File: src/verilog/rsa_pkg.sv
package rsa_pkg;

  // operand width for N, base, R mod N, R^2 mod N and results
  // R = 2**OPERAND_WIDTH
  localparam int OPERAND_WIDTH = 32;

  // exponent bits walked by the ladder, msb first
  localparam int EXP_BITS = 16;

  // ladder bit counter, holds EXP_BITS-1 down to 0
  localparam int EXP_CNT_WIDTH = 4;

  // multiplier iteration counter, counts up to OPERAND_WIDTH
  localparam int MONT_CNT_WIDTH = 6;

  // host opcodes, anything undefined behaves as nop
  typedef enum logic [1:0] {
    OP_NOP = 2'd0,
    OP_EXP = 2'd1
  } cmd_op_t;

  // operand index on the parameter port
  typedef enum logic [2:0] {
    PARAM_MODULUS  = 3'd0,
    PARAM_R_MOD_N  = 3'd1,
    PARAM_BASE     = 3'd2,
    PARAM_R2_MOD_N = 3'd3,
    PARAM_EXPONENT = 3'd4
  } param_sel_t;

  // exponentiation sequencer
  typedef enum logic [1:0] {
    ME_IDLE      = 2'd0,
    ME_TO_MONT   = 2'd1,
    ME_LADDER    = 2'd2,
    ME_FROM_MONT = 2'd3
  } modexp_state_t;

  // bit-serial multiplier
  typedef enum logic [1:0] {
    MM_IDLE = 2'd0,
    MM_ITER = 2'd1,
    MM_SUB  = 2'd2
  } mont_state_t;

endpackage

File: src/verilog/montgomery_mult.sv
`timescale 1ns/1ps

module montgomery_mult import rsa_pkg::*; (
  input  logic                     clk,
  input  logic                     resetn,
  input  logic                     start,
  input  logic [OPERAND_WIDTH-1:0] a,
  input  logic [OPERAND_WIDTH-1:0] b,
  input  logic [OPERAND_WIDTH-1:0] modulus,
  output logic                     done,
  output logic [OPERAND_WIDTH-1:0] product
);

  mont_state_t               state;
  logic [MONT_CNT_WIDTH-1:0] iter_cnt;
  // extra guard bit, acc stays below 2N
  logic [OPERAND_WIDTH:0]    acc;
  logic [OPERAND_WIDTH:0]    acc_red;
  logic [OPERAND_WIDTH-1:0]  a_sh;
  logic [OPERAND_WIDTH-1:0]  b_q;
  logic [OPERAND_WIDTH-1:0]  n_q;

  // one radix-2 step: add b if the a bit is set, make even with N, halve
  function automatic logic [OPERAND_WIDTH:0] mont_step(
    input logic [OPERAND_WIDTH:0]   acc_in,
    input logic                     a_bit,
    input logic [OPERAND_WIDTH-1:0] b_in,
    input logic [OPERAND_WIDTH-1:0] n_in
  );
    logic [OPERAND_WIDTH+1:0] sum;
    sum = {1'b0, acc_in} + (a_bit ? {2'b00, b_in} : '0);
    if (sum[0]) begin
      sum = sum + {2'b00, n_in};
    end
    return sum[OPERAND_WIDTH+1:1];
  endfunction

  // final reduction candidate
  assign acc_red = acc - {1'b0, n_q};

  always_ff @(posedge clk) begin
    if (!resetn) begin
      state    <= MM_IDLE;
      iter_cnt <= '0;
      done     <= 1'b0;
    end else begin
      done <= 1'b0;
      case (state)
        MM_IDLE: begin
          // first iteration already runs on the start edge
          if (start) begin
            state    <= MM_ITER;
            iter_cnt <= MONT_CNT_WIDTH'(1);
          end
        end
        MM_ITER: begin
          iter_cnt <= iter_cnt + 1'b1;
          if (iter_cnt == MONT_CNT_WIDTH'(OPERAND_WIDTH - 1)) begin
            state <= MM_SUB;
          end
        end
        MM_SUB: begin
          state <= MM_IDLE;
          done  <= 1'b1;
        end
        default: state <= MM_IDLE;
      endcase
    end
  end

  // datapath, a consumed lsb first
  always_ff @(posedge clk) begin
    if (state == MM_IDLE && start) begin
      acc  <= mont_step('0, a[0], b, modulus);
      a_sh <= a >> 1;
      b_q  <= b;
      n_q  <= modulus;
    end else if (state == MM_ITER) begin
      acc  <= mont_step(acc, a_sh[0], b_q, n_q);
      a_sh <= a_sh >> 1;
    end else if (state == MM_SUB) begin
      // held until the next start
      product <= (acc >= {1'b0, n_q}) ? acc_red[OPERAND_WIDTH-1:0]
                                      : acc[OPERAND_WIDTH-1:0];
    end
  end

  // sequencer must wait for done before restarting
  a_no_restart: assert property (
    @(posedge clk) disable iff (!resetn)
    start |-> state == MM_IDLE
  ) else $error("multiplier started while busy");

endmodule

File: src/verilog/rsa_cmd_decode.sv
`timescale 1ns/1ps

module rsa_cmd_decode import rsa_pkg::*; (
  input  logic                     clk,
  input  logic                     resetn,
  input  logic                     param_valid,
  input  param_sel_t               param_sel,
  input  logic [OPERAND_WIDTH-1:0] param_data,
  output logic                     param_ready,
  input  logic                     cmd_valid,
  input  cmd_op_t                  cmd_op,
  output logic                     cmd_ready,
  input  logic                     result_free,
  output logic                     busy,
  output logic                     exp_start,
  output logic [OPERAND_WIDTH-1:0] modulus,
  output logic [OPERAND_WIDTH-1:0] r_mod_n,
  output logic [OPERAND_WIDTH-1:0] base,
  output logic [OPERAND_WIDTH-1:0] r2_mod_n,
  output logic [EXP_BITS-1:0]      exponent
);

  // set on an accepted exp and dropped once the result module holds data
  logic in_flight;
  logic param_fire;
  logic cmd_fire;
  logic exp_fire;

  // engine running or result still unread
  assign busy        = in_flight | ~result_free;
  assign param_ready = ~busy;
  assign cmd_ready   = ~busy;

  assign param_fire = param_valid & param_ready;
  assign cmd_fire   = cmd_valid & cmd_ready;

  // opcode decode
  // nop and undefined codes are simply consumed
  always_comb begin
    case (cmd_op)
      OP_EXP:  exp_fire = cmd_fire;
      default: exp_fire = 1'b0;
    endcase
  end

  always_ff @(posedge clk) begin
    if (!resetn) begin
      in_flight <= 1'b0;
      exp_start <= 1'b0;
    end else begin
      // one cycle start pulse and the same edge raises busy
      exp_start <= exp_fire;
      if (!result_free) begin
        // result module now keeps busy high on its own
        in_flight <= 1'b0;
      end else if (exp_fire) begin
        in_flight <= 1'b1;
      end
    end
  end

  // operand registers
  // writes only land while idle so the engine sees stable values
  always_ff @(posedge clk) begin
    if (param_fire) begin
      case (param_sel)
        PARAM_MODULUS:  modulus  <= param_data;
        PARAM_R_MOD_N:  r_mod_n  <= param_data;
        PARAM_BASE:     base     <= param_data;
        PARAM_R2_MOD_N: r2_mod_n <= param_data;
        // only the low exponent bits are walked
        PARAM_EXPONENT: exponent <= param_data[EXP_BITS-1:0];
        default: begin
        end
      endcase
    end
  end

  // no start while the result module still holds an unread word
  a_start_when_idle: assert property (
    @(posedge clk) disable iff (!resetn)
    exp_start |-> result_free
  ) else $error("exp_start issued while a result is unread");

endmodule

File: src/verilog/rsa_modexp.sv
`timescale 1ns/1ps

module rsa_modexp import rsa_pkg::*; (
  input  logic                     clk,
  input  logic                     resetn,
  input  logic                     exp_start,
  input  logic [OPERAND_WIDTH-1:0] modulus,
  input  logic [OPERAND_WIDTH-1:0] r_mod_n,
  input  logic [OPERAND_WIDTH-1:0] base,
  input  logic [OPERAND_WIDTH-1:0] r2_mod_n,
  input  logic [EXP_BITS-1:0]      exponent,
  output logic                     exp_done,
  output logic [OPERAND_WIDTH-1:0] exp_result
);

  modexp_state_t            state;
  logic [EXP_CNT_WIDTH-1:0] bit_cnt;
  // ladder pair, acc = R0 and xm = R1 in Montgomery form
  logic [OPERAND_WIDTH-1:0] acc;
  logic [OPERAND_WIDTH-1:0] xm;
  logic                     mont_start_sq;
  logic                     mont_start_mul;
  logic                     sq_pend;
  logic                     mul_pend;
  logic                     sq_done;
  logic                     mul_done;
  logic [OPERAND_WIDTH-1:0] sq_product;
  logic [OPERAND_WIDTH-1:0] mul_product;
  logic [OPERAND_WIDTH-1:0] sq_a;
  logic [OPERAND_WIDTH-1:0] sq_b;
  logic [OPERAND_WIDTH-1:0] mul_a;
  logic [OPERAND_WIDTH-1:0] mul_b;
  logic                     cur_bit;
  logic                     last_bit;
  logic                     step_done;

  assign cur_bit  = exponent[bit_cnt];
  assign last_bit = (bit_cnt == '0);

  // every launched multiplier is finished, either earlier or right now
  assign step_done = (sq_pend | mul_pend) &
                     (!sq_pend | sq_done) &
                     (!mul_pend | mul_done);

  // squarer input: base*R^2 first, then whichever register the bit picks
  always_comb begin
    if (state == ME_TO_MONT) begin
      sq_a = base;
      sq_b = r2_mod_n;
    end else if (cur_bit) begin
      sq_a = xm;
      sq_b = xm;
    end else begin
      sq_a = acc;
      sq_b = acc;
    end
  end

  // multiply by one strips the R factor at the end
  assign mul_a = acc;
  assign mul_b = (state == ME_FROM_MONT) ? OPERAND_WIDTH'(1) : xm;

  always_ff @(posedge clk) begin
    if (!resetn) begin
      state          <= ME_IDLE;
      bit_cnt        <= '0;
      mont_start_sq  <= 1'b0;
      mont_start_mul <= 1'b0;
      sq_pend        <= 1'b0;
      mul_pend       <= 1'b0;
      exp_done       <= 1'b0;
    end else begin
      mont_start_sq  <= 1'b0;
      mont_start_mul <= 1'b0;
      exp_done       <= 1'b0;
      if (sq_done) begin
        sq_pend <= 1'b0;
      end
      if (mul_done) begin
        mul_pend <= 1'b0;
      end
      case (state)
        ME_IDLE: begin
          if (exp_start) begin
            state         <= ME_TO_MONT;
            bit_cnt       <= EXP_CNT_WIDTH'(EXP_BITS - 1);
            mont_start_sq <= 1'b1;
            sq_pend       <= 1'b1;
          end
        end
        ME_TO_MONT: begin
          if (step_done) begin
            state          <= ME_LADDER;
            mont_start_sq  <= 1'b1;
            mont_start_mul <= 1'b1;
            sq_pend        <= 1'b1;
            mul_pend       <= 1'b1;
          end
        end
        ME_LADDER: begin
          if (step_done) begin
            mont_start_mul <= 1'b1;
            mul_pend       <= 1'b1;
            if (last_bit) begin
              // only the multiply-by-one remains
              state <= ME_FROM_MONT;
            end else begin
              bit_cnt       <= bit_cnt - 1'b1;
              mont_start_sq <= 1'b1;
              sq_pend       <= 1'b1;
            end
          end
        end
        ME_FROM_MONT: begin
          if (step_done) begin
            state    <= ME_IDLE;
            exp_done <= 1'b1;
          end
        end
        default: state <= ME_IDLE;
      endcase
    end
  end

  // ladder registers
  // products stay valid after done, so both are read at step end
  always_ff @(posedge clk) begin
    if (state == ME_IDLE && exp_start) begin
      acc <= r_mod_n;
    end else if (step_done) begin
      case (state)
        ME_TO_MONT: xm <= sq_product;
        ME_LADDER: begin
          // bit 1: R0 = R0*R1, R1 = R1^2
          // bit 0: R1 = R0*R1, R0 = R0^2
          if (cur_bit) begin
            acc <= mul_product;
            xm  <= sq_product;
          end else begin
            acc <= sq_product;
            xm  <= mul_product;
          end
        end
        ME_FROM_MONT: acc <= mul_product;
        default: begin
        end
      endcase
    end
  end

  assign exp_result = acc;

  montgomery_mult mont_sq (
    .clk     (clk),
    .resetn  (resetn),
    .start   (mont_start_sq),
    .a       (sq_a),
    .b       (sq_b),
    .modulus (modulus),
    .done    (sq_done),
    .product (sq_product)
  );

  montgomery_mult mont_mul (
    .clk     (clk),
    .resetn  (resetn),
    .start   (mont_start_mul),
    .a       (mul_a),
    .b       (mul_b),
    .modulus (modulus),
    .done    (mul_done),
    .product (mul_product)
  );

  // result module captures on every high cycle
  a_done_pulse: assert property (
    @(posedge clk) disable iff (!resetn)
    exp_done |=> !exp_done
  ) else $error("exp_done held longer than one cycle");

endmodule

File: src/verilog/rsa_result.sv
`timescale 1ns/1ps

module rsa_result import rsa_pkg::*; (
  input  logic                     clk,
  input  logic                     resetn,
  input  logic                     exp_done,
  input  logic [OPERAND_WIDTH-1:0] exp_result,
  output logic                     result_valid,
  output logic [OPERAND_WIDTH-1:0] result_data,
  input  logic                     result_ready,
  output logic                     result_free
);

  // decode holds off new commands while a result waits
  assign result_free = ~result_valid;

  always_ff @(posedge clk) begin
    if (!resetn) begin
      result_valid <= 1'b0;
    end else if (exp_done) begin
      result_valid <= 1'b1;
    end else if (result_valid && result_ready) begin
      // host took it
      result_valid <= 1'b0;
    end
  end

  // result word, written only on completion
  always_ff @(posedge clk) begin
    if (exp_done) begin
      result_data <= exp_result;
    end
  end

  // no new completion may land while the host stalls
  a_hold_data: assert property (
    @(posedge clk) disable iff (!resetn)
    result_valid && !result_ready |=> $stable(result_data)
  ) else $error("result_data changed under back-pressure");

endmodule

File: src/verilog/rsa_top.sv
`timescale 1ns/1ps

module rsa_top import rsa_pkg::*; (
  input  logic                     clk,
  input  logic                     resetn,
  input  logic                     param_valid,
  input  param_sel_t               param_sel,
  input  logic [OPERAND_WIDTH-1:0] param_data,
  output logic                     param_ready,
  input  logic                     cmd_valid,
  input  cmd_op_t                  cmd_op,
  output logic                     cmd_ready,
  output logic                     result_valid,
  output logic [OPERAND_WIDTH-1:0] result_data,
  input  logic                     result_ready,
  output logic                     busy
);

  // decode to engine
  logic                     exp_start;
  logic [OPERAND_WIDTH-1:0] modulus;
  logic [OPERAND_WIDTH-1:0] r_mod_n;
  logic [OPERAND_WIDTH-1:0] base;
  logic [OPERAND_WIDTH-1:0] r2_mod_n;
  logic [EXP_BITS-1:0]      exponent;
  // engine to result
  logic                     exp_done;
  logic [OPERAND_WIDTH-1:0] exp_result;
  // result back to decode
  logic                     result_free;

  rsa_cmd_decode rsa_cmd_decode_inst (
    .clk         (clk),
    .resetn      (resetn),
    .param_valid (param_valid),
    .param_sel   (param_sel),
    .param_data  (param_data),
    .param_ready (param_ready),
    .cmd_valid   (cmd_valid),
    .cmd_op      (cmd_op),
    .cmd_ready   (cmd_ready),
    .result_free (result_free),
    .busy        (busy),
    .exp_start   (exp_start),
    .modulus     (modulus),
    .r_mod_n     (r_mod_n),
    .base        (base),
    .r2_mod_n    (r2_mod_n),
    .exponent    (exponent)
  );

  rsa_modexp rsa_modexp_inst (
    .clk        (clk),
    .resetn     (resetn),
    .exp_start  (exp_start),
    .modulus    (modulus),
    .r_mod_n    (r_mod_n),
    .base       (base),
    .r2_mod_n   (r2_mod_n),
    .exponent   (exponent),
    .exp_done   (exp_done),
    .exp_result (exp_result)
  );

  rsa_result rsa_result_inst (
    .clk          (clk),
    .resetn       (resetn),
    .exp_done     (exp_done),
    .exp_result   (exp_result),
    .result_valid (result_valid),
    .result_data  (result_data),
    .result_ready (result_ready),
    .result_free  (result_free)
  );

endmodule

File: config.mk
export PLATFORM = sky130hd
export DESIGN_NAME = rsa_top
export DESIGN_NICKNAME = d
export VERILOG_FILES = /design/src/verilog/rsa_pkg.sv /design/src/verilog/montgomery_mult.sv /design/src/verilog/rsa_cmd_decode.sv /design/src/verilog/rsa_modexp.sv /design/src/verilog/rsa_result.sv /design/src/verilog/rsa_top.sv
export SDC_FILE = /design/constraint.sdc
export NUM_CORES = 1
export LEC_CHECK = 0
export BUFFER_PORTS_ARGS = -buffer_cell sky130_fd_sc_hd__buf_2
export CORE_ASPECT_RATIO = 0.9
export CORE_MARGIN = 5
export CORE_UTILIZATION = 40
export CTS_BUF_LIST = sky130_fd_sc_hd__clkbuf_16
export CTS_CLUSTER_DIAMETER = 200
export DETAILED_ROUTE_END_ITERATION = 6
export PLACE_DENSITY = 0.58
export SLEW_MARGIN = 30
export SYNTH_ARGS = -nofsm -noshare
export SYNTH_HDL_FRONTEND = slang
export SYNTH_SLANG_ARGS = --single-unit
File: constraint.sdc
create_clock -name clk -period 7.2 [get_ports clk]
set_clock_uncertainty 0.2 [all_clocks]
set_input_delay 1.44 -clock clk [delete_from_list [all_inputs] [get_ports clk]]
set_output_delay 1.44 -clock clk [all_outputs]
set_load 0.02 [all_outputs]
Yosys cells after proc, flatten, opt, wreduce, memory -nomap -nowiden
Cells that the tools add are included.
{ "word_totals": {"out_inout_bits": 36, "regBits": 592} }
{ "classes": {"reduce_logical": 39, "bitwise_logic": 15, "addsub": 11, "n_eq_ne": 24, "n_mux": 69, "order_cmp": 3} }
{ "op_table": {"columns": ["cell", "count"], "rows": [
  ["$mux W32", 14],
  ["$mux W33", 6],
  ["$pmux W32 S2", 2],
  ["$mux W31", 4],
  ["$add A33 B32 Y34", 2],
  ["$add A34 B32 Y34", 2],
  ["$mux W34", 2],
  ["$add A32 B32 Y33", 2],
  ["$ge A33 B32 Y1", 2],
  ["$sub A32 B32 Y32", 2],
  ["$pmux W6 S2", 2],
  ["$reduce_and A2 Y1", 12],
  ["$mux W1", 18],
  ["$mux W2", 9],
  ["$reduce_bool A2 Y1", 8],
  ["$add A6 B1 Y6 const B", 2],
  ["$eq A6 B5 Y1 const B", 2],
  ["$mux W4", 3],
  ["$mux W6", 2],
  ["$ne A2 B1 Y1 const B", 6],
  ["$reduce_and A3 Y1", 3],
  ["$eq A2 B1 Y1 const B", 4],
  ["$eq A2 B2 Y1 const B", 4],
  ["$ne A2 B2 Y1 const B", 4],
  ["22 further kinds", 44]
]} }

Logic depth before layout (Yosys ltp)
Gate-level depths: netlist of the first run.
{ "logic_depth": {"word_depth": 8, "depth_mapped": 25} }

Modules after synthesis
Synthesis of the first run repeated with hierarchy kept, for this count alone.
{ "hier_totals": {"cells_unflattened": 3803, "hier_area_um2": 38503.2} }
{ "by_module_without_submodules": {"columns": ["mod", "seq_area_each_um2", "instances", "cells_each", "area_each_um2"], "rows": [
  ["montgomery_mult at rsa_modexp_inst.mont_sq", 4984.8, 1, 1552, 13807.0],
  ["montgomery_mult at rsa_modexp_inst.mont_mul", 4984.8, 1, 1493, 13709.4],
  ["rsa_modexp", 2142.1, 1, 559, 5510.3],
  ["rsa_cmd_decode", 4364.2, 1, 163, 4478.0],
  ["rsa_result", 980.9, 1, 36, 998.5]
]} }

Worst setup path before layout of the first run
Ideal clock, no wire load.
{ "synth_timing": {"kind": "in2reg", "start": "input param_sel[0]", "end": "register rsa_cmd_decode_inst.modulus[0], enable pin", "setup_slack_ns": 1.842, "required_time_ns": 6.495, "t_arrival_ns": 4.653, "stages": 1, "path_cell_list": "nor4_1"} }
{ "synth_between": {"elab_chain_cells": 2} }
{ "synth_lines": {"columns": ["element", "line_no", "text"], "rows": [
  ["start: declaration", "rsa_top.sv:7", "input param_sel_t param_sel,"],
  ["$logic_not A3 Y1", "rsa_cmd_decode.sv:66", "case (param_sel)"],
  ["$reduce_and A2 Y1 (no line)", null, null],
  ["end signal: assignment", "rsa_cmd_decode.sv:67", "PARAM_MODULUS: modulus <= param_data;"],
  ["end: declaration", "rsa_cmd_decode.sv:16", "output logic [OPERAND_WIDTH-1:0] modulus,"]
]} }
No other way between the ends.
A chain may end at the register's enable or synchronous reset.

Worst setup path after layout of the first run
{ "layout_timing": {"start": "register rsa_modexp_inst.mont_mul.a_sh[0]", "end": "register rsa_modexp_inst.mont_mul.acc[31], data pin"} }
{ "layout_between": {"elab_chain_cells": 6} }
{ "layout_lines": {"columns": ["element", "line_no", "text"], "rows": [
  ["start: declaration", "montgomery_mult.sv:19", "logic [OPERAND_WIDTH-1:0] a_sh;"],
  ["start signal: assignment", "montgomery_mult.sv:75", "a_sh <= a >> 1;"],
  ["start signal: assignment", "montgomery_mult.sv:80", "a_sh <= a_sh >> 1;"],
  ["$mux W32 (*)", "montgomery_mult.sv:31", "sum = {1'b0, acc_in} + (a_bit ? {2'b00, b_in} : '0);"],
  ["$add A33 B32 Y34 (*)", "montgomery_mult.sv:31", null],
  ["$add A34 B32 Y34", "montgomery_mult.sv:33", "sum = sum + {2'b00, n_in};"],
  ["$mux W34 (*)", "montgomery_mult.sv:32", "if (sum[0]) begin"],
  ["$mux W33 (*)", "montgomery_mult.sv:78", "end else if (state == MM_ITER) begin"],
  ["$mux W33 (*)", "montgomery_mult.sv:73", "if (state == MM_IDLE && start) begin"],
  ["end signal: assignment", "montgomery_mult.sv:74", "acc <= mont_step('0, a[0], b, modulus);"],
  ["end signal: assignment", "montgomery_mult.sv:79", "acc <= mont_step(acc, a_sh[0], b_q, n_q);"],
  ["end: declaration", "montgomery_mult.sv:17", "logic [OPERAND_WIDTH:0] acc;"]
]} }
Mark *: on every way between the ends. The rest lies on a longest branch, timed or not. The select of a mux whose other input is x is not followed.

==> impl_metrics.json, run 1 <==
{
  "outcome": "finished, final reports clean",
  "crit_slowest_cell": "edfxtp_1",
  "drc": 0,
  "io_buffers": 77,
  "synth-edff-count": 560,
  "fin_nets": 4041,
  "end_kind": "flop",
  "rows": 106,
  "rsz0062_at_grt": "false",
  "ant_nets": 0,
  "arrival_ns": 6.55,
  "clock_latency_ns": 0.62,
  "vias": 28100,
  "final_cell_mix": "edfxtp_1 (560), nand2_1 (452), a21oi_1 (279)",
  "fp.dieH_um": 299,
  "die_w_um": 331,
  "m1WireLength_um": 54700,
  "grt_usage_pct": 21.4,
  "hold_buffers": 0,
  "required_ns": 7.33,
  "p_int_uw": 7590,
  "power_leakage_uw": 0.0165,
  "holdCritPathClass": "reg2reg",
  "p_comb_share_pct": 35.2,
  "startpoint_type": "flop",
  "synth_area_mm2": 0.0372,
  "cts_root_buf": "clkbuf_16",
  "finalWirelength_um": 110000,
  "clock_sinks": 592,
  "ff_latch_area_mm2": 0.0175,
  "period_share_pct": 89.2,
  "cts_resized": 0,
  "numCtsBuffers": 70,
  "crit_buf_inv": 1,
  "finalSetupTns_ns": 0,
  "hold_viol_final": 0,
  "critical_path.top_delay_family": "compound AO/OA/AOI/OAI gates",
  "synth_cell_types": 81,
  "worstPathMaxFanout": 32,
  "crit_type": "reg2reg",
  "clkPwrFrac_pct": 29.9,
  "route.met2.wl_um": 44900,
  "hold_slack_ns": 0.276,
  "worst_pin_slew_ns": 0.956,
  "avgSynthCellArea_um2": 10.1,
  "first_iter_violations": 2399,
  "seqPwrFrac_pct": 34.9,
  "grt_pass1_wl_um": 164000,
  "post_drt_wl_per_cell_um": 21.9,
  "period_needed_ns": 6.42,
  "ys_seq_elements": 592,
  "pin_count": 78,
  "highest_layer": "met4",
  "startpoint": "rsa_modexp_inst.mont_mul.a_sh[0]",
  "dp_hpwl_um": 83500,
  "cap_violations": 0,
  "r2r-start": "rsa_modexp_inst.mont_mul.a_sh[0]",
  "drtPass1Iterations": 5,
  "layout-drive-gt1-share_pct": 8.20,
  "grt-ovfl-total": 0,
  "die_area_mm2": 0.0991,
  "slew_headroom_pct": 36.3,
  "core_area_mm2": 0.0926,
  "fillers": 8916,
  "start_util_pct": 40.1,
  "crit_chain": "nand2_1 > inv_1 > ha_1 > a211o_1 > a211oi_1 > o31ai_1 > o2111ai_1 > nand2_1 > a21oi_1 > o21ai_0 > a21oi_1 > xnor2_1 > ha_1 > a21o_1 > a21o_1 > a21oi_1 > o22ai_1 > o41ai_1 > nand2b_1 > nand2_1 > a21boi_0 > o41ai_1 > xnor2_1 > o21ai_0",
  "grt_pass1_vias": 26500,
  "switching_power_uw": 4150,
  "setup_viol": 0,
  "synthFlopType": "edfxtp_1",
  "cts_buffer_depth": 3,
  "antenna_found_initial": 2,
  "critical_path.max_stage_delay_ns": 0.89,
  "syn_inst": 3666,
  "cts_setup_buffers": 0,
  "synth_nets": 3979,
  "top_regs": "rsa_modexp_inst.mont_mul.acc: 33 flops, rsa_modexp_inst.mont_sq.acc: 33 flops",
  "grt_max_degree": 75,
  "area_delta_synth_final_pct": 11.2,
  "tritoncts": "done",
  "clk_pin_slew_ns": 0.06,
  "hold_start": "rsa_modexp_inst.mont_mul.iter_cnt[4]",
  "p_per_area_mw_per_mm2": 284,
  "async_reset_ff_share_pct": 0,
  "peakVddDrop_v": 0.000162,
  "multi_input_area_mm2": 0.0187,
  "vias_per_cell": 5.60,
  "gp_congestion": 0.880,
  "htree_levels": 3,
  "final_common_cell": "edfxtp_1",
  "route.met3.wl_um": 8240,
  "swShare_pct": 35.4,
  "slew_violations": 0,
  "yosys_warnings": 0,
  "max_freq_ghz": 0.156,
  "yosysSeqAreaShare_pct": 47.0
}
-- power by group through the flow --
stage	Sequential [µW]	Combinational [µW]	Clock (µW)
3_3_place_gp	4170	4030	0
3_5_place_dp	4170	4030	0
6_report	4100	4130	3510
4_1_cts	4100	4070	3570
2_1_floorplan	4110	2980	0
5_1_grt	4110	4510	3710
-- cells in the mapped netlist, types with 32 or more instances --
library cell | instances | area (µm²)
xor2_1 | 81 | 709
nand2_1 | 454 | 1700
nor3_1 | 42 | 210
mux2i_1 | 84 | 841
o21ai_0 | 233 | 1170
a211oi_1 | 35 | 263
edfxtp_1 | 560 | 16800
nand3_1 | 64 | 320
a21o_1 | 117 | 878
dfxtp_1 | 32 | 641
mux2_2 | 40 | 450
ha_1 | 263 | 3290
nor2b_1 | 72 | 450
o21a_1 | 34 | 255
nor2_1 | 205 | 769
nand2b_1 | 47 | 294
and3_1 | 59 | 369
inv_1 | 172 | 646
a221oi_1 | 33 | 289
xnor2_1 | 120 | 1050
o31ai_1 | 55 | 413
a21oi_1 | 280 | 1400
and2_1 | 140 | 876
a31oi_1 | 36 | 225
clkbuf_1 | 110 | 413
-- area by class of cell --
| type | instances | area share, % |
|---|---|---|
| multi-input cells | 2776 | 45.2 |
| flip-flops and latches | 592 | 42.3 |
| clock buffers | 72 | 4.36 |
| well taps | 1242 | 3.76 |
| repair buffers | 115 | 1.75 |
| inverters | 173 | 1.58 |
| clock inverters | 52 | 1.04 |
| diodes | 2 | 0.0121 |
-- final timing paths --
kind | slack [ns] | endpoint | cells past startpoint
worst max-delay path | 0.78 | rsa_modexp_inst.mont_mul.acc[31] | 24
worst max register to register | 0.78 | rsa_modexp_inst.mont_mul.acc[31] | 24
worst min-delay path | 0.28 | rsa_modexp_inst.mont_mul.iter_cnt[4] | 1
worst min register to register | 0.28 | rsa_modexp_inst.mont_mul.iter_cnt[4] | 1
-- per-stage QoR --
stage	cells	setup WS, ns	power (µW)	util [%]	area (µm²)
finish	5024	0.777	11700	44.6	41300
global route	5022	0.172	12300	44.6	41300
CTS	5021	0.766	11700	44.6	41300
detailed placement	4897	0.813	8200	42.2	39000
global placement	4896	0.936	8190	42.1	39000
floorplan	3666	1.84	7090	-	37200
-- layer usage --
layer / up-vias / global-route usage (%)
li1: 13600 / -
met1: 13400 / 34.1
met2: 978 / 30.8
met3: 104 / 2.66
met4: 0 / 4.81
met5: - / 0
-- cells by family (layout without fill, tap and decap cells) --
family,count (synthesis),in the layout,share of synthesized area (%)
other cells,0,2,0
fa+ha+maj,271,271,9.29
flops,592,592,47.0
compound gates,997,997,17.0
buf+inv,298,412,3.04
simple gates,1180,1180,15.2
mux,127,127,3.66
xor+xnor,201,201,4.74
(Power assumes the default switching activity.)
==> inputs of run 2 (changes only) <==
--- a/config.mk
+++ b/config.mk
@@ -8,12 +8,13 @@
 export BUFFER_PORTS_ARGS = -buffer_cell sky130_fd_sc_hd__buf_2
 export CORE_ASPECT_RATIO = 0.9
 export CORE_MARGIN = 5
-export CORE_UTILIZATION = 40
+export CORE_UTILIZATION = 60
 export CTS_BUF_LIST = sky130_fd_sc_hd__clkbuf_16
 export CTS_CLUSTER_DIAMETER = 200
 export DETAILED_ROUTE_END_ITERATION = 6
-export PLACE_DENSITY = 0.58
+export PLACE_DENSITY = 0.8
 export SLEW_MARGIN = 30
 export SYNTH_ARGS = -nofsm -noshare
 export SYNTH_HDL_FRONTEND = slang
+export SYNTH_HIERARCHICAL = 1
 export SYNTH_SLANG_ARGS = --single-unit
==> impl_metrics.json, run 2 <==
{
  "first_iter_violations": 3804,
  "synth_top_area_cell": "edfxtp_1",
  "die_area_mm2": 0.0693,
  "grt_pass1_vias": 28100,
  "core_area_mm2": 0.0639,
  "synth_mux_area_share_pct": 4.14,
  "synth_top_area_share_pct": 43.7,
  "top_regs": "rsa_modexp_inst/mont_mul/acc: 33 flops, rsa_modexp_inst/mont_sq/acc: 33 flops",
  "grt_usage_pct": 30.0,
  "numCtsBuffers": 61,
  "grt_max_degree": 86,
  "layout-drive-gt1-share_pct": 8.82,
  "gp_congestion": 0.950,
  "period_needed_ns": 6.23,
  "drtPass1Iterations": 5,
  "ff_latch_area_mm2": 0.0175,
  "cap_violations": 0,
  "dp_hpwl_um": 81000,
  "cts_setup_buffers": 0,
  "fin_nets": 4148,
  "worstPathMaxFanout": 39,
  "seqPwrFrac_pct": 35.5,
  "fillers": 4982,
  "vias": 30700,
  "antenna_found_initial": 2,
  "p_int_uw": 7300,
  "critical_path.top_delay_family": "compound AO/OA/AOI/OAI gates",
  "hold_buffers": 0,
  "final_common_cell": "edfxtp_1",
  "synth_cell_types": 102,
  "synth-simple-area-share_pct": 16.9,
  "area_delta_synth_final_pct": 8.27,
  "arrival_ns": 6.42,
  "critical_path.max_stage_delay_ns": 0.73,
  "synthTopCellsByCount": "edfxtp_1 (560), nand2_1 (395), a21oi_1 (313), ha_1 (259), nor2_1 (239)",
  "clkPwrFrac_pct": 28.5,
  "ys_seq_elements": 592,
  "place_area_mm2": 0.0397,
  "slew_violations": 0,
  "worst_pin_slew_ns": 1.01,
  "fp.dieH_um": 250,
  "yosys_warnings": 6,
  "power_leakage_uw": 0.0163,
  "synth_area_mm2": 0.0385,
  "outcome": "finished, final reports clean",
  "synth_xor_area_share_pct": 4.37,
  "pin_count": 78,
  "period_share_pct": 86.6,
  "tritoncts": "done",
  "yosysMostFrequentCell": "edfxtp_1",
  "async_reset_ff_share_pct": 0,
  "slew_headroom_pct": 32.1,
  "post_drt_wl_per_cell_um": 22.9,
  "finalSetupTns_ns": 0,
  "crit_buf_inv": 2,
  "io_buffers": 77,
  "syn_inst": 3803,
  "setup_viol": 0,
  "p_comb_share_pct": 36.1,
  "max_freq_ghz": 0.160,
  "rsz0062_at_grt": "false",
  "synth-compound-area-share_pct": 17.2,
  "ys_top_cells_by_area": "edfxtp_1 (44%), ha_1 (8.4%), a21oi_1 (4.1%)",
  "synth-edff-count": 560,
  "peakVddDrop_v": 0.000232,
  "final_cell_mix": "edfxtp_1 (560), nand2_1 (393), a21oi_1 (313)",
  "htree_levels": 2,
  "stdcell_area_mm2": 0.0417,
  "start_util_pct": 60.3,
  "finalWirelength_um": 109000,
  "multi_input_area_mm2": 0.0199,
  "yosysSeqAreaShare_pct": 45.3,
  "synth_nets": 4112,
  "drc": 0,
  "clock_latency_ns": 0.64,
  "grt_pass1_wl_um": 164000,
  "crit_type": "reg2reg",
  "final_util_pct": 65.3,
  "synth_adder_area_share_pct": 8.83,
  "die_w_um": 277,
  "required_ns": 7.38,
  "switching_power_uw": 3980,
  "vias_per_cell": 6.47,
  "clk_pin_slew_ns": 0.07,
  "p_per_area_mw_per_mm2": 270,
  "synth_top_family_by_area": "compound AO/OA/AOI/OAI gates",
  "crit_chain": "mux2_2 > mux4_2 > nor2_4 > buf_4 > nor4_1 > nor3_2 > buf_4 > and2_1 > ha_1 > o21ai_0 > a2111oi_0 > a211oi_1 > a22oi_1 > a221o_1 > a211oi_1 > o21bai_1 > nand3b_1 > nand3_1",
  "startpoint_type": "flop",
  "rows": 88,
  "cts_root_buf": "clkbuf_16",
  "grt-ovfl-total": 0,
  "hold_viol_final": 0,
  "cts_resized": 0,
  "clock_sinks": 592,
  "swShare_pct": 35.3,
  "ant_nets": 0,
  "end_kind": "flop",
  "synthFlopType": "edfxtp_1",
  "avgSynthCellArea_um2": 10.1,
  "holdCritPathClass": "reg2reg",
  "crit_slowest_cell": "a211oi_1",
  "cts_buffer_depth": 3
}
[run 2: cell types whose count changed in the layout (fill, tap and decap cells not counted), moves of 28 or more]
cell,before,now
nor3_1,41,110
a21o_1,117,78
o21ai_0,233,156
nor2b_1,69,125
a21oi_1,279,313
nor4_1,10,42
nor2_1,200,238
a221oi_1,33,5
mux2_1,0,30
nand2_1,452,393
o31ai_1,55,23
a211oi_2,0,34
[run 2: area by class of cell]
class / instances / area share, %
clock buffer: 61 / 3.66
inverter: 160 / 1.45
timing repair buffer: 113 / 1.62
tap: 855 / 2.57
antenna: 1 / 0.00600
clock inverter: 51 / 1.13
sequential: 592 / 41.9
multi-input combinational: 2911 / 47.7
[run 2: per-layer routing]
layer | GRT usage, % | part of all wire [%] | vias up
li1 | - | - | 14200
met2 | 44.5 | 42 | 1693
met1 | 46.3 | 43 | 14700
met4 | 7.88 | 2.8 | 2
met5 | 0 | 0.011 | -
met3 | 4.86 | 12 | 140
[run 2: worst reg2reg max path, cell delays in order, from the launching register on]
cell       delay (ns)
dfxtp_1          0.65
mux2_2           0.39
mux4_2           0.53
nor2_4           0.10
buf_4            0.34
nor4_1           0.17
nor3_2           0.26
buf_4            0.38
and2_1           0.22
ha_1             0.28
o21ai_0          0.26
a2111oi_0        0.15
a211oi_1         0.73
a22oi_1          0.30
a221o_1          0.42
a211oi_1         0.29
o21bai_1         0.12
nand3b_1         0.11
nand3_1          0.09
[run 2: per-stage QoR]
| stage | worst slack [ns] | cells | hold slack, ns | total power (µW) |
|---|---|---|---|---|
| global placement | 1.22 | 4630 | 0.242 | 7910 |
| floorplan | 1.79 | 3803 | 0.222 | 7120 |
| detailed placement | 1.08 | 4631 | 0.247 | 7970 |
| finish | 0.966 | 4744 | 0.256 | 11300 |
| CTS | 1.07 | 4743 | 0.260 | 11200 |
| global route | 0.657 | 4743 | 0.286 | 11800 |
[run 2: kinds of logic (layout without fill, tap and decap cells)]
kind of cell / after synthesis / count (layout)
AOI/OAI and AO/OA: 987 / 987
xor gates and xnor gates: 192 / 192
adders and majority gates: 267 / 267
buffers and inverters: 300 / 385
DFF: 592 / 592
muxes: 150 / 150
other: 0 / 1
and+or+nand+nor: 1315 / 1315
[run 2: power by group through the flow]
stage / Clock, µW / Sequential [µW] / Combinational (µW)
detailed placement: 0 / 4070 / 3910
finish: 3210 / 4000 / 4070
global placement: 0 / 4060 / 3850
floorplan: 0 / 4020 / 3100
CTS: 3240 / 3990 / 3950
global route: 3400 / 4000 / 4370
[run 2: path summary, 6_finish.rpt]
kind                                  startpoint                                  end  slack (ns)  cells after the start
max                   rsa_modexp_inst/bit_cnt[0]      rsa_modexp_inst/mont_sq/acc[30]        0.97                     18
min          rsa_modexp_inst/mont_sq/iter_cnt[4]  rsa_modexp_inst/mont_sq/iter_cnt[4]        0.26                      1
max reg2reg           rsa_modexp_inst/bit_cnt[0]      rsa_modexp_inst/mont_sq/acc[30]        0.97                     18
min reg2reg  rsa_modexp_inst/mont_sq/iter_cnt[4]  rsa_modexp_inst/mont_sq/iter_cnt[4]        0.26                      1
